File: src/source/rvIsaPkg.sv
// RV32I encodings for the next-PC path: instruction classes, branch funct3 codes, flag layout
`default_nettype none

package rvIsaPkg;

    // instruction class as produced by decode
    typedef enum logic [3:0] {
        classLoad   = 4'd0,
        classImm    = 4'd1,
        classStore  = 4'd2,
        classReg    = 4'd3,
        classLui    = 4'd4,
        classAuipc  = 4'd5,
        classBranch = 4'd6,
        classJalr   = 4'd7,
        classJal    = 4'd8
    } instClassT;

    // funct3 field of the branch opcode, 2 and 3 are unused
    typedef enum logic [2:0] {
        branchBeq  = 3'd0,
        branchBne  = 3'd1,
        branchBlt  = 3'd4,
        branchBge  = 3'd5,
        branchBltu = 3'd6,
        branchBgeu = 3'd7
    } branchFunctT;

    // condition flags, zero in the top bit down to overflow
    typedef logic [3:0] flagsT;

    localparam int flagZero     = 3;
    localparam int flagCarry    = 2; // borrow, set when rs1 < rs2 unsigned
    localparam int flagNegative = 1;
    localparam int flagOverflow = 0;

endpackage

`default_nettype wire

File: src/source/pcPathPkg.sv
// datapath word types and the structs handed from one PC pipeline stage to the next
`default_nettype none

package pcPathPkg;

    import rvIsaPkg::*;

    localparam int wordWidth = 32;

    typedef logic [wordWidth-1:0] wordT;
    typedef logic [2:0]           funct3T;

    localparam wordT wordBytes = wordT'(4); // sequential step, no compressed instructions

    // request presented with inValid
    typedef struct packed {
        instClassT instClass;
        funct3T    funct3;
        wordT      imm;
        wordT      rs1Value;
        wordT      rs2Value;
        wordT      pc;
    } pcRequestT;

    // stage one to stage two, rs2 is consumed by the flag compare
    typedef struct packed {
        instClassT instClass;
        funct3T    funct3;
        wordT      imm;
        wordT      rs1Value;
        wordT      pc;
        flagsT     flags;
    } flaggedT;

    // stage two to stage three
    typedef struct packed {
        wordT base;
        wordT offset;
        logic redirect; // target is not pc + 4
    } operandPairT;

    typedef struct packed {
        wordT nextPc;
        logic redirect;
    } pcResultT;

endpackage

`default_nettype wire

File: src/source/rippleCarryAdderSubtractor.sv
// ripple-carry adder/subtractor, a chain of full-adder cells with signed overflow detect
`default_nettype none

module rippleCarryAdderSubtractor #(
    parameter int width = 32
) (
    input  logic [width-1:0] a,
    input  logic [width-1:0] b,
    input  logic             subtract,
    output logic [width-1:0] sum,
    output logic             carryOut,
    output logic             overflow
);

    logic [width:0]   carry;
    logic [width-1:0] bOperand;

    // two's complement subtract: invert b and carry in a one
    assign bOperand = b ^ {width{subtract}};
    assign carry[0] = subtract;

    for (genvar bitIdx = 0; bitIdx < width; bitIdx++) begin : gCell
        logic halfSum;

        assign halfSum           = a[bitIdx] ^ bOperand[bitIdx];
        assign sum[bitIdx]       = halfSum ^ carry[bitIdx];
        assign carry[bitIdx + 1] = (a[bitIdx] & bOperand[bitIdx]) | (carry[bitIdx] & halfSum);
    end

    assign carryOut = carry[width];
    assign overflow = carry[width] ^ carry[width-1]; // carry into and out of the sign bit differ

endmodule

`default_nettype wire

File: src/source/flagCompareStage.sv
// stage one: subtract rs2 from rs1 and register the ZCNV flags with the instruction fields
`default_nettype none

module flagCompareStage
    import rvIsaPkg::*;
    import pcPathPkg::*;
(
    input  logic      clk,
    input  logic      reset,
    input  logic      inValid,
    input  pcRequestT request,
    output logic      flaggedValid,
    output flaggedT   flagged
);

    wordT    difference;
    logic    carryOut;
    logic    overflow;
    flagsT   flags;
    flaggedT nextFlagged;

    rippleCarryAdderSubtractor #(
        .width(wordWidth)
    ) u_compare (
        .a        (request.rs1Value),
        .b        (request.rs2Value),
        .subtract (1'b1),
        .sum      (difference),
        .carryOut (carryOut),
        .overflow (overflow)
    );

    always_comb begin
        flags               = '0;
        flags[flagZero]     = (difference == '0);
        flags[flagCarry]    = ~carryOut; // no carry out means a borrow
        flags[flagNegative] = difference[wordWidth-1];
        flags[flagOverflow] = overflow;
    end

    always_comb begin
        nextFlagged.instClass = request.instClass;
        nextFlagged.funct3    = request.funct3;
        nextFlagged.imm       = request.imm;
        nextFlagged.rs1Value  = request.rs1Value; // jalr base
        nextFlagged.pc        = request.pc;
        nextFlagged.flags     = flags;
    end

    always_ff @(posedge clk) begin
        if (reset) begin
            flaggedValid <= 1'b0;
        end else begin
            flaggedValid <= inValid;
        end
    end

    always_ff @(posedge clk) begin
        flagged <= nextFlagged;
    end

endmodule

`default_nettype wire

File: src/source/branchResolveStage.sv
// stage two: resolve the branch condition and pick base and offset for the target add
`default_nettype none

module branchResolveStage
    import rvIsaPkg::*;
    import pcPathPkg::*;
(
    input  logic        clk,
    input  logic        reset,
    input  logic        flaggedValid,
    input  flaggedT     flagged,
    output logic        operandValid,
    output operandPairT operands
);

    logic        branchTaken;
    logic        isJump;
    logic        redirect;
    logic        signedLess;
    operandPairT nextOperands;

    assign signedLess = flagged.flags[flagNegative] ^ flagged.flags[flagOverflow];

    always_comb begin
        branchTaken = 1'b0;
        if (flagged.instClass == classBranch) begin
            case (branchFunctT'(flagged.funct3))
                branchBeq:  branchTaken = flagged.flags[flagZero];
                branchBne:  branchTaken = ~flagged.flags[flagZero];
                branchBlt:  branchTaken = signedLess;
                branchBge:  branchTaken = ~signedLess;
                branchBltu: branchTaken = flagged.flags[flagCarry];
                branchBgeu: branchTaken = ~flagged.flags[flagCarry];
                default:    branchTaken = 1'b0; // reserved funct3 falls through
            endcase
        end
    end

    assign isJump   = (flagged.instClass == classJal) || (flagged.instClass == classJalr);
    assign redirect = isJump | branchTaken;

    always_comb begin
        if (flagged.instClass == classJalr) begin
            nextOperands.base = flagged.rs1Value;
        end else begin
            nextOperands.base = flagged.pc;
        end

        // auipc stays sequential here, its result goes to the ALU
        if (redirect) begin
            nextOperands.offset = flagged.imm;
        end else begin
            nextOperands.offset = wordBytes;
        end
        nextOperands.redirect = redirect;
    end

    always_ff @(posedge clk) begin
        if (reset) begin
            operandValid <= 1'b0;
        end else begin
            operandValid <= flaggedValid;
        end
    end

    always_ff @(posedge clk) begin
        operands <= nextOperands;
    end

endmodule

`default_nettype wire

File: src/source/targetAddStage.sv
// stage three: add base and offset, word-align the sum and register the next PC
`default_nettype none

module targetAddStage
    import pcPathPkg::*;
(
    input  logic        clk,
    input  logic        reset,
    input  logic        operandValid,
    input  operandPairT operands,
    output logic        outValid,
    output pcResultT    result
);

    wordT     targetSum;
    pcResultT nextResult;

    rippleCarryAdderSubtractor #(
        .width(wordWidth)
    ) u_target (
        .a        (operands.base),
        .b        (operands.offset),
        .subtract (1'b0),
        .sum      (targetSum),
        .carryOut (),
        .overflow () // address wraps silently
    );

    always_comb begin
        nextResult.nextPc   = {targetSum[wordWidth-1:2], 2'b00}; // no compressed, word aligned
        nextResult.redirect = operands.redirect;
    end

    always_ff @(posedge clk) begin
        if (reset) begin
            outValid <= 1'b0;
        end else begin
            outValid <= operandValid;
        end
    end

    always_ff @(posedge clk) begin
        result <= nextResult;
    end

endmodule

`default_nettype wire

File: src/source/pcUpdater.sv
// next-PC pipeline top: flag compare, branch resolve and target add, three cycles end to end
`default_nettype none

module pcUpdater
    import pcPathPkg::*;
(
    input  logic      clk,
    input  logic      reset,
    input  logic      inValid,
    input  pcRequestT request,
    output logic      outValid,
    output pcResultT  result
);

    logic        flaggedValid;
    flaggedT     flagged;
    logic        operandValid;
    operandPairT operands;

    flagCompareStage u_flagCompare (
        .clk          (clk),
        .reset        (reset),
        .inValid      (inValid),
        .request      (request),
        .flaggedValid (flaggedValid),
        .flagged      (flagged)
    );

    branchResolveStage u_branchResolve (
        .clk          (clk),
        .reset        (reset),
        .flaggedValid (flaggedValid),
        .flagged      (flagged),
        .operandValid (operandValid),
        .operands     (operands)
    );

    targetAddStage u_targetAdd (
        .clk          (clk),
        .reset        (reset),
        .operandValid (operandValid),
        .operands     (operands),
        .outValid     (outValid),
        .result       (result)
    );

endmodule

`default_nettype wire

File: config.mk
export PLATFORM = sky130hd
export DESIGN_NAME = pcUpdater
export DESIGN_NICKNAME = d
export VERILOG_FILES = /design/src/source/rvIsaPkg.sv /design/src/source/pcPathPkg.sv /design/src/source/rippleCarryAdderSubtractor.sv /design/src/source/flagCompareStage.sv /design/src/source/branchResolveStage.sv /design/src/source/targetAddStage.sv /design/src/source/pcUpdater.sv
export SDC_FILE = /design/constraint.sdc
export NUM_CORES = 1
export LEC_CHECK = 0
export BUFFER_PORTS_ARGS = -buffer_cell sky130_fd_sc_hd__buf_2
export CORE_MARGIN = 2
export CORE_UTILIZATION = 50
export CTS_BUF_LIST = sky130_fd_sc_hd__clkbuf_16
export CTS_CLUSTER_DIAMETER = 60
export DETAILED_ROUTE_END_ITERATION = 8
export PLACE_DENSITY = 0.73
export SYNTH_ARGS = -nofsm -noshare
export SYNTH_HDL_FRONTEND = slang
export SYNTH_SLANG_ARGS = --single-unit
File: constraint.sdc
create_clock -name clk -period 18.3 [get_ports clk]
set_clock_uncertainty 0.15 [all_clocks]
set_input_delay 1.83 -clock clk [delete_from_list [all_inputs] [get_ports clk]]
set_output_delay 1.83 -clock clk [all_outputs]
set_load 0.005 [all_outputs]
---- Word level (Yosys, flattened, before mapping) ----
Cells that the tools add are included.
word-level totals
  register bits ........................... 206
  input port bits ......................... 138
  output and inout bits ................... 34
  logic and storage cells ................. 347
cells by class
  equality and inequality tests ........... 8
  mux-type cells .......................... 3
  bitwise operators ....................... 319
  reduce and logical (&&, ||, !) cells .... 3
operators by type and width
  kind                  count
  $xor A1 B1 Y1         126
  $and A1 B1 Y1         124
  $or A1 B1 Y1          63
  $logic_not A32 Y1     1
  $mux W32              1
  $not A32 Y32          1
  $eq A3 B3 Y1 const B  4
  $eq A4 B3 Y1 const B  2
  $pmux W1 S6           1
  $not A1 Y1            5
  $eq A4 B4 Y1 const B  1
  $eq A3 B1 Y1 const B  1
  $logic_not A3 Y1      1
  $logic_or A1 B1 Y1    1
  $mux W1               1

---- Logic depth before layout (Yosys ltp) ----
Gate-level depths: netlist of run 1.
  word-level depth ........................ 66
  depth in mapped cells ................... 38
  mapped depth without buffers ............ 38

---- By module ----
From an unflattened synthesis of run 1, not the netlist that was laid out.
second synthesis, totals
  cells, all modules ...................... 566
  area, all modules ....................... 7409.6 um2
modules (own cells, without submodules)
  module                      times used  cells each  area an instance (um2)  sequential area each (um2)
  rippleCarryAdderSubtractor  2           130         1224.9                  0.0
  flagCompareStage            1           122         2248.4                  2162.1
  branchResolveStage          1           148         2038.2                  1321.3
  targetAddStage              1           36          673.1                   640.6

---- Worst setup path before layout of run 1 ----
Ideal clock, no wire load.
  path type ............................... input port to flip-flop
  from .................................... input port request[64] (netlist bit)
  to ...................................... register u_flagCompare.flagged[3] (netlist name)
  library setup time ...................... 0.065 ns
  arrival time ............................ 14.430 ns
  data required time ...................... 18.085 ns
  slack ................................... 3.655 ns
  stages on the path ...................... 38
  buffers on the path ..................... 0
  cells stage by stage .................... inv_1 > ha_1 > fa_1 > fa_1 > fa_1 > fa_1 > fa_1 > fa_1 > fa_1 > fa_1 > fa_1 > fa_1 > fa_1 > fa_1 > fa_1 > fa_1 > fa_1 > fa_1 > (+2 left out) > fa_1 > fa_1 > fa_1 > fa_1 > fa_1 > fa_1 > fa_1 > fa_1 > fa_1 > inv_1 > fa_1 > inv_1 > fa_1 > fa_1 > fa_1 > nand4b_1 > or4_1 > nor2_1
between the ends
  longest elaborated chain between the ends .. 64
  elaborated cells between the ends (all ways) .. 96
  classes of those cells .................. bitwise (95); reduce/logical (1)
RTL lines
  element                                                line                                                                text
  start: declaration                                     pcUpdater.sv:10                                                     input pcRequestT request,
  $and A1 B1 Y1 / $xor A1 B1 Y1 (equally long branches)  rippleCarryAdderSubtractor.sv:27, rippleCarryAdderSubtractor.sv:25
  $or A1 B1 Y1                                           rippleCarryAdderSubtractor.sv:27                                    assign carry[bitIdx + 1] = (a[bitIdx] & bOperand[bitIdx]) | (carry[bitIdx] & halfSum);
  $and A1 B1 Y1                                          rippleCarryAdderSubtractor.sv:27
  $or A1 B1 Y1                                           rippleCarryAdderSubtractor.sv:27
  $and A1 B1 Y1                                          rippleCarryAdderSubtractor.sv:27
  $or A1 B1 Y1                                           rippleCarryAdderSubtractor.sv:27
  $and A1 B1 Y1                                          rippleCarryAdderSubtractor.sv:27
  $or A1 B1 Y1                                           rippleCarryAdderSubtractor.sv:27
  (+49 left out)                                         -
  $or A1 B1 Y1                                           rippleCarryAdderSubtractor.sv:27
  $and A1 B1 Y1                                          rippleCarryAdderSubtractor.sv:27
  $or A1 B1 Y1                                           rippleCarryAdderSubtractor.sv:27
  $and A1 B1 Y1                                          rippleCarryAdderSubtractor.sv:27
  $or A1 B1 Y1                                           rippleCarryAdderSubtractor.sv:27
  $xor A1 B1 Y1                                          rippleCarryAdderSubtractor.sv:26                                    assign sum[bitIdx] = halfSum ^ carry[bitIdx];
  $logic_not A32 Y1 *                                    flagCompareStage.sv:35                                              flags[flagZero] = (difference == '0);
  named net u_flagCompare.flags[3]                       flagCompareStage.sv:19                                              flagsT flags;
The timed path passes the listed nets; every way through them passes the cells marked *.
A chain may end at the register's enable or synchronous reset.

---- Worst setup path after layout of run 1 ----
  from .................................... input port request[64] (netlist bit)
  to ...................................... register u_flagCompare.flagged[3] (netlist name)
between the ends
  longest elaborated chain between the ends .. 64
  elaborated cells between the ends (all ways) .. 96
  classes of those cells .................. bitwise (95); reduce/logical (1)
RTL lines
  element                                                line
  $and A1 B1 Y1 / $xor A1 B1 Y1 (equally long branches)  rippleCarryAdderSubtractor.sv:27, rippleCarryAdderSubtractor.sv:25
  $or A1 B1 Y1                                           rippleCarryAdderSubtractor.sv:27
  $and A1 B1 Y1                                          rippleCarryAdderSubtractor.sv:27
  $or A1 B1 Y1                                           rippleCarryAdderSubtractor.sv:27
  $and A1 B1 Y1                                          rippleCarryAdderSubtractor.sv:27
  $or A1 B1 Y1                                           rippleCarryAdderSubtractor.sv:27
  $and A1 B1 Y1                                          rippleCarryAdderSubtractor.sv:27
  $or A1 B1 Y1                                           rippleCarryAdderSubtractor.sv:27
  (+49 left out)                                         -
  $or A1 B1 Y1                                           rippleCarryAdderSubtractor.sv:27
  $and A1 B1 Y1                                          rippleCarryAdderSubtractor.sv:27
  $or A1 B1 Y1                                           rippleCarryAdderSubtractor.sv:27
  $and A1 B1 Y1                                          rippleCarryAdderSubtractor.sv:27
  $or A1 B1 Y1                                           rippleCarryAdderSubtractor.sv:27
  $xor A1 B1 Y1                                          rippleCarryAdderSubtractor.sv:26
  $logic_not A32 Y1 *                                    flagCompareStage.sv:35
  named net u_flagCompare.flags[3]                       flagCompareStage.sv:19
Marked as above.

==> summary.md, run 1 <==
| Metric | Value |
|---|---|
| Status | complete, no violations |
| Post-synthesis cell area | 6460 sq um |
| Flops & latches, synth | 206 |
| Per-cell routed wire length | 15.5 um |
| Die area | 13900 sq um |
| Max incr delay on CP | 520 ps |
| Grt ovf | 0 |
| Dpl hpwl | 8990 um |
| Max VDD drop | 75.0 uV |
| DRC violations left | 0 |
| Cell Pwr Density | 121 nW/um^2 |
| Die height | 118 um |
| CP Buf/Inv Count | 4 |
| EDFF count, synth | 0 |
| Initial antenna violation count | 1 |
| Non-filler cells, final | 779 |
| Avg Cell Area, Syn | 15.7 sq um |
| Distinct cells, synth | 34 |
| Fraction of layout cells with a size suffix above 1 | 40.8% |
| Sum Neg Setup Slack | 0 ps |
| Slew headroom | 40.9% |
| CTS Hold Buffers Added | 0 |
| Nets | 794 |
| Routed vias/inst | 4.52 |
| Worst EP arrival | 15070 ps |
| Clock Latency Late Sink | 480 ps |
| Antenna Violating Nets Remaining | 0 |
| CP Capture Type | flip-flop |
| Router iterations before antenna repair | 6 |
| Clk root buf | clkbuf_16 |
| GPL Wtd Cong | 0.852 |
| Total core area | 12600 sq um |
| Post-synth ARST share | 0% |
| Initial Util | 51.2% |
| Placed Cells | 744 |
| Yosys warning count | 0 |
| Pleak | 0.00374 uW |
| Hold Violations, Final | 0 |
| Critical Path Fanout Max | 2 |
| Top Family by Delay on Critical Path | adder cells |
| Max-Cap Viols | 0 |
| Worst-margin pin slew | 887 ps |
| Clock Sinks | 206 |
| Startpoint types | input port |
| Cell count after synthesis | 412 |
| Critical Path RT | 18560 ps |
| Post_cts resized | 0 |
| Seq/Total Area, Yosys | 63.8% |
| Layout area overhead | 25.8% |
| Crit Path Class | input port to flip-flop |
| First-pass GRT wire length | 19800 um |
| RSZ-0062 raised after global routing | false |
| Slowest cell on the critical path | fa_1 |
| Final Critical Period | 14810 ps |
| Most used flip-flop cell after synthesis | dfxtp_1 |
| GRT Total Usage | 18.2% |
| Initial DRC Count | 98 |
| Slew Limit Fails | 0 |
| HP Class | flip-flop to flip-flop |
| # IOs | 172 |
| CTS tree | built |
| DRT Wirelength | 12100 um |
| Largest net degree at the start of global routing | 34 |
| Fill count | 947 |
| Number of port buffers | 169 |
| Vias in the first global route | 3993 |
| Final critical-path share of the clock period | 80.9% |
| Vias | 3523 |
| CTS Buffer Depth | 3 |
| Num CTS Buffers | 20 |
| Die W | 118 um |
| # setup viols final | 0 |
| F_max | 0.0675 GHz |
| Setup Buffers After CTS | 0 |
| Clk slew on worst S/H paths | 60 ps |
| Most Frequent Cell on Critical Path | fa_1 |
| Row count | 41 |
| CTS H-tree lvls | 1 |
[final cells by class]
class                           instances  area (sq um)  share of cell area, %
Sequential cell                       206          4120                   50.7
Antenna cell                            1          2.50                 0.0308
Multi-Input combinational cell        161          2140                   26.3
Inverter                               35           131                   1.62
Clock inverter                         13           141                   1.74
Tap cell                              172           215                   2.65
Clock buffer                           21           526                   6.46
Timing Repair Buffer                  170           853                   10.5
[cells in the mapped netlist (all sizes together), types with 2 or more instances]
cell	count	area, sq um
a21boi	31	274
buf	8	63.8
clkbuf	3	12.5
dfxtp	206	4120
fa	60	1200
ha	2	25.0
inv	35	131
mux2	32	360
nand2	2	7.51
nand4	8	65.1
nand4b	2	17.5
nor2	2	7.51
nor2b	4	25.0
or4	2	15.0
xnor2	2	17.5
[power by group]
part | internal [uW] | switching (uW) | total (uW)
clock | 249 | 162 | 412
sequential | 482 | 11.4 | 493
combinational | 42.6 | 35.6 | 78.2
total | 774 | 209 | 983
[placed cells by master, fill, tap and decap left out, drive strengths merged, types with 2 or more instances in the layout]
master / n
clkinv: 4
buf: 170
nand4: 8
nor2: 2
xnor2: 2
bufinv: 3
clkinvlp: 3
mux2: 32
a21boi: 31
nand4b: 2
nand2: 2
or4: 2
nor2b: 4
inv: 38
dfxtp: 206
conb: 2
ha: 2
fa: 60
clkbuf: 21
[logic make-up after synthesis]
group | count (synthesis) | share of synthesized area (%)
AOI/OAI and AO/OA | 36 | 4.82
other | 1 | 0.0580
buffers and inverters | 46 | 3.21
DFF | 206 | 63.8
adders and majority gates | 62 | 19.0
xor gates and xnor gates | 4 | 0.755
muxes | 32 | 5.57
and+or+nand+nor | 25 | 2.81
[metal layers]
| layer | GRT usage [%] | share of wire, % |
|---|---|---|
| met5 | 0 | 0.058 |
| met4 | 5.35 | 1.7 |
| met3 | 6.49 | 9.7 |
| met2 | 30.1 | 48 |
| met1 | 22.6 | 41 |
[through the flow]
stage | hold slack (ps) | setup WS (ps) | utilization, % | total power (uW) | cell area, sq um
4_1_cts | 183 | 3520 | 64.4 | 995 | 8130
6_report | 183 | 3490 | 64.4 | 983 | 8130
3_3_place_gp | 161 | 3290 | 59.1 | 579 | 7460
3_5_place_dp | 165 | 2980 | 59.1 | 582 | 7460
2_1_floorplan | 160 | 3660 | - | 538 | 6470
5_1_grt | 192 | 3070 | 64.4 | 1030 | 8130
[registers in the layout, summed over array words and instances (netlist names)]
register / flops
u_flagCompare.flaggedValid: 1
u_targetAdd.result: 31
u_branchResolve.operandValid: 1
u_targetAdd.outValid: 1
u_flagCompare.flagged: 107
u_branchResolve.operands: 65
[worst paths after layout]
path	from	end	slack, ps	depth (start not counted)
min	u_branchResolve.operands[0]	u_targetAdd.result[0]	180	0
max reg2reg	u_branchResolve.operands[2]	u_targetAdd.result[32]	5530	32
min reg2reg	u_branchResolve.operands[0]	u_targetAdd.result[0]	180	0
max	request[64]	u_flagCompare.flagged[3]	3490	39
Power figures use the tool's default switching activity.
==> inputs of run 2 (changes only) <==
- clock period: 18.3 -> 14.89 ns (I/O delays scaled with it)
==> summary.md, run 2 (synthesis results as in run 1) <==
| Metric | Value |
|---|---|
| F_max | 0.0694 GHz |
| Startpoint types | input port |
| GPL Wtd Cong | 0.843 (-1.0%) |
| Pleak | 0.00371 uW (-0.65%) |
| # IOs | 172 (unchanged) |
| CTS H-tree lvls | 1 (unchanged) |
| Layout area overhead | 24.4% |
| Largest net degree at the start of global routing | 34 (unchanged) |
| Initial antenna violation count | 1 (unchanged) |
| Setup Buffers After CTS | 0 (unchanged) |
| Router iterations before antenna repair | 6 (unchanged) |
| Vias in the first global route | 3978 (-0.38%) |
| Fill count | 987 (+4.2%) |
| Fraction of layout cells with a size suffix above 1 | 40.1% (-0.66 points) |
| Nets | 794 (unchanged) |
| Clock Sinks | 206 (unchanged) |
| Number of port buffers | 169 (unchanged) |
| Grt ovf | 0 (unchanged) |
| DRT Wirelength | 12000 um (-0.90%) |
| Most Frequent Cell on Critical Path | fa_1 |
| Slew Limit Fails | 0 (unchanged) |
| Per-cell routed wire length | 15.4 um (-0.90%) |
| Worst EP arrival | 14670 ps (-400 ps) |
| Slowest cell on the critical path | or4_1 |
| CTS Buffer Depth | 3 (unchanged) |
| Antenna Violating Nets Remaining | 0 (unchanged) |
| Initial Util | 51.2% (unchanged) |
| Commonest non-fill, non-tap cells in the layout | dfxtp_1 (206), buf_2 (169), fa_1 (59) |
| Cell Pwr Density | 142 nW/um^2 (+18%) |
| CTS Hold Buffers Added | 0 (unchanged) |
| Final hold slack | 173 ps (-10.1 ps) |
| CTS tree | built |
| Num CTS Buffers | 20 (unchanged) |
| CP Capture Type | flip-flop |
| Critical Path Fanout Max | 2 (unchanged) |
| Max VDD drop | 102 uV (+36%) |
| Total core area | 12600 sq um (unchanged) |
| Die W | 118 um (unchanged) |
| Max-Cap Viols | 0 (unchanged) |
| First-pass GRT wire length | 19600 um (-0.77%) |
| Final Critical Period | 14410 ps |
| Final WS setup | 482 ps (-3010 ps) |
| Crit Path Class | input port to flip-flop |
| HP Class | flip-flop to flip-flop |
| Post_cts resized | 0 (unchanged) |
| Critical Path RT | 15150 ps (-3410 ps) |
| Die area | 13900 sq um (unchanged) |
| Sum Neg Setup Slack | 0 ps (unchanged) |
| Initial DRC Count | 107 (+9.2%) |
| # setup viols final | 0 (unchanged) |
| Max incr delay on CP | 520 ps (about the same) |
| Clk slew on worst S/H paths | 60 ps (about the same) |
| Post-placement worst setup slack | -89.7 ps (-3070 ps) |
| Worst-margin pin slew | 900 ps (+13.3 ps) |
| GRT Total Usage | 18.1% (-0.12 points) |
| Clock Latency Late Sink | 480 ps (about the same) |
| Biggest register | u_flagCompare.flagged |
| Dpl hpwl | 9080 um (+0.98%) |
| DRC violations left | 0 (unchanged) |
| Final critical-path share of the clock period | 96.8% |
| Vias | 3473 (-1.4%) |
| Clk root buf | clkbuf_16 |
| Registers with the most flip-flops | u_flagCompare.flagged x107, u_branchResolve.operands x65, u_targetAdd.result x31 |
| Slew headroom | 40.0% (-0.89 points) |
| Status | complete, no violations |
| Row count | 41 (unchanged) |
| Routed vias/inst | 4.46 (-1.4%) |
| Max reg flops | 107 (unchanged) |
| Hold Violations, Final | 0 (unchanged) |
| RSZ-0062 raised after global routing | false |
| Die height | 118 um (unchanged) |
| Commonest non-fill, non-tap cell in the layout | dfxtp_1 |
-- run 2: cell count changes in the layout (fill, tap and decap cells not counted), moves of 2 or more --
cell	before	now
clkinv_1	2	5
clkinvlp_4	3	0
inv_1	38	40
bufinv_16	3	0
-- run 2: worst paths after layout --
kind / startpoint / to / slack [ps] / cells past startpoint
worst min-delay path: u_branchResolve.operands[0] / u_targetAdd.result[0] / 170 / 0
worst max-delay path: request[64] / u_flagCompare.flagged[3] / 480 / 39
worst min register to register: u_branchResolve.operands[0] / u_targetAdd.result[0] / 170 / 0
worst max register to register: u_branchResolve.operands[2] / u_targetAdd.result[32] / 2120 / 32
-- run 2: where the power goes --
group	switching, uW	total, uW	internal [uW]
clock	188	441	252
sequential	13.7	606	592
combinational	43.6	96.2	52.6
-- run 2: worst max-delay path: cells and delay by family --
family	cells	cell delay (ps)
adders and majority gates	32	12180
buffers and inverters	4	260
and+or+nand+nor	3	710
-- run 2: per-stage QoR --
step / instance area (sq um) / std cells / total power (uW) / util, %
final: 8040 / 779 / 1140 / 63.7
after global routing: 8040 / 779 / 1200 / 63.7
after CTS: 8040 / 778 / 1160 / 63.7
after detailed placement: 7460 / 744 / 715 / 59.1
after global placement: 7460 / 744 / 711 / 59.1
after floorplan: 6470 / 413 / 661 / -
-- run 2: layout make-up --
class / instances / area (sq um) / area share (%)
Antenna cell: 1 / 2.50 / 0.0311
Timing Repair Buffer: 170 / 853 / 10.6
Clock buffer: 21 / 526 / 6.53
Multi-Input combinational cell: 161 / 2140 / 26.6
Inverter: 35 / 131 / 1.63
Sequential cell: 206 / 4120 / 51.3
Tap cell: 172 / 215 / 2.68
Clock inverter: 13 / 52.6 / 0.653
-- run 2: layer usage --
metal,GRT usage (%),vias to the layer above,share of wire (%)
li1,-,1673,-
met1,23.2,1627,42
met2,29.7,149,46
met3,6.10,24,9.3
met4,4.44,0,2.3
met5,0.735,-,0
==> inputs of run 3 (changes only) <==
- CELL_PAD_IN_SITES_DETAIL_PLACEMENT: not set -> 0
- CELL_PAD_IN_SITES_GLOBAL_PLACEMENT: not set -> 2
- CORE_UTILIZATION: 50 -> 35
- PLACE_DENSITY: 0.73 -> 0.75
- SYNTH_HIERARCHICAL: not set -> 1
==> summary.md, run 3 <==
| Metric | Value |
|---|---|
| Status | complete, no violations |
| Critical Path Fanout Max | 2 (unchanged) |
| Clk root buf | clkbuf_16 |
| Routed vias/inst | 3.89 (-13%) |
| Max VDD drop | 73.6 uV (-28%) |
| Number of port buffers | 169 (unchanged) |
| Nets | 948 (+19%) |
| Largest net degree at the start of global routing | 34 (unchanged) |
| Clk slew on worst S/H paths | 50 ps (about the same) |
| Max incr delay on CP | 440 ps (-80 ps) |
| Die W | 149 um (+27%) |
| Slowest cell on the critical path | fa_1 |
| Slew Limit Fails | 0 (unchanged) |
| Pint | 1030 uW (+15%) |
| F_max | 0.0701 GHz (+0.96%) |
| Hold Violations, Final | 0 (unchanged) |
| Most Frequent Cell on Critical Path | fa_2 |
| Max-Cap Viols | 0 (unchanged) |
| CTS Buffer Depth | 3 (unchanged) |
| Router iterations before antenna repair | 4 (-2) |
| Crit Path Class | input port to flip-flop |
| Dpl hpwl | 10400 um (+14%) |
| Cell Pwr Density | 146 nW/um^2 (+2.9%) |
| Final WS setup | 620 ps (+137 ps) |
| Die height | 149 um (+27%) |
| Worst-margin pin slew | 705 ps (-196 ps) |
| CTS tree | built |
| GRT Total Usage | 12.5% (-5.6 points) |
| Per-cell routed wire length | 13.1 um (-15%) |
| Grt ovf | 0 (unchanged) |
| Sequential power share | 45.7% (-7.3 points) |
| Post-placement worst setup slack | -712 ps (-622 ps) |
| Final Critical Period | 14270 ps (-137 ps) |
| # setup viols final | 0 (unchanged) |
| Max reg flops | 107 (unchanged) |
| RSZ-0062 raised after global routing | false |
| Reg2reg start | u_branchResolve/operands[1] |
| Num CTS Buffers | 23 (+15%) |
| Yosys warning count | 6 (+6) |
| Avg Cell Area, Syn | 13.1 sq um (-16%) |
| Row count | 53 (+29%) |
| DRT Wirelength | 13700 um (+14%) |
| Clock share of power | 40.8% (+2.2 points) |
| First-pass GRT wire length | 21700 um (+11%) |
| Antenna Violating Nets Remaining | 0 (unchanged) |
| Clock Latency Late Sink | 500 ps (+20 ps) |
| Registers with the most flip-flops | u_flagCompare/flagged x107, u_branchResolve/operands x65, u_targetAdd/result x31 |
| Setup crit start | request[32] |
| # IOs | 172 (unchanged) |
| Pleak | 0.00433 uW (+16%) |
| HP Class | flip-flop to flip-flop |
| CP Capture Type | flip-flop |
| Psw | 322 uW (+31%) |
| Cell count after synthesis | 563 (+37%) |
| Initial DRC Count | 88 (-18%) |
| DRC violations left | 0 (unchanged) |
| Layout area overhead | 25.3% |
| Comb pwr share | 13.6% (+5.2 points) |
| Final critical-path share of the clock period | 95.8% (-0.92 points) |
| Initial antenna violation count | 4 (+3) |
| CTS Hold Buffers Added | 0 (unchanged) |
| CTS H-tree lvls | 1 (unchanged) |
| Vias | 4056 (+17%) |
| Setup Buffers After CTS | 0 (unchanged) |
| Sw Share | 23.8% (+2.3 points) |
| Worst EP arrival | 14550 ps (-120 ps) |
| GPL Wtd Cong | 0.742 (-12%) |
| Clock Sinks | 206 (unchanged) |
| Vias in the first global route | 4436 (+12%) |
| Biggest register | u_flagCompare/flagged |
| Critical Path RT | 15170 ps (+20 ps) |
| Sum Neg Setup Slack | 0 ps (unchanged) |
| Total core area | 20900 sq um (+66%) |
| Commonest non-fill, non-tap cell in the layout | dfxtp_1 |
| Slew headroom | 53.0% (+13 points) |
| Commonest non-fill, non-tap cells in the layout | dfxtp_1 (206), buf_2 (169), inv_1 (123) |
| Startpoint types | input port |
| Final hold slack | 176 ps (+3.14 ps) |
| Post-synthesis cell area | 7390 sq um (+14%) |
| Fraction of layout cells with a size suffix above 1 | 34.8% (-5.3 points) |
| Initial Util | 35.4% (-16 points) |
| Hold Startpoint | u_branchResolve/operands[0] |
| Die area | 22300 sq um (+61%) |
## run 3: power by group through the flow
stage / Sequential [uW] / Combinational (uW) / Clock [uW]
2_1_floorplan: 633 / 111 / 0
3_5_place_dp: 631 / 184 / 0
5_1_grt: 623 / 216 / 591
3_3_place_gp: 630 / 182 / 0
6_report: 618 / 183 / 552
4_1_cts: 619 / 188 / 570
## run 3: layout make-up
| type | count | area [sq um] |
|---|---|---|
| antenna | 3 | 7.51 |
| clock buffer | 23 | 576 |
| clock inverter | 18 | 171 |
| fill | 1975 | 11600 |
| inverter | 122 | 458 |
| multi-input combinational | 221 | 2700 |
| sequential | 206 | 4120 |
| tap | 275 | 344 |
| timing repair buffer | 174 | 883 |
## run 3: per-layer routing
metal	GRT usage (%)	wire length, um	up-vias
met1	16.4	6130	1884
li1	-	-	2005
met5	0	13	-
met3	3.43	1070	30
met4	4.00	308	2
met2	20.2	6150	135
## run 3: what timing repair did
item / 4_1_cts / 5_1_grt
setup endpoints to repair: 1 / 1
pin swaps: 1 / 2
resized for setup: 5 / 7
## run 3: worst paths after layout
path / end / slack (ps) / cells past startpoint
worst min register to register: u_targetAdd/result[0] / 180 / 0
worst min-delay path: u_targetAdd/result[0] / 180 / 0
worst max-delay path: u_flagCompare/flagged[3] / 620 / 39
worst max register to register: u_targetAdd/result[32] / 920 / 35
## run 3: metrics by stage
stage                     instance area [sq um]  util (%)  instances  total power [uW]
final                                      9260      44.3       1042              1350
after detailed placement                   8470      40.6        998               815
after global routing                       9250      44.3       1039              1430
after floorplan                            7410         -        565               744
after global placement                     8470      40.6        998               811
after CTS                                  9240      44.2       1039              1380
## run 3: worst max-delay path: cells and delay by family
| family | cells | cell delay (ps) |
|---|---|---|
| adder cells (fa/ha/maj) | 31 | 12130 |
| multiplexers | 1 | 140 |
| AND/OR/NAND/NOR | 3 | 470 |
| buffers and inverters | 4 | 340 |
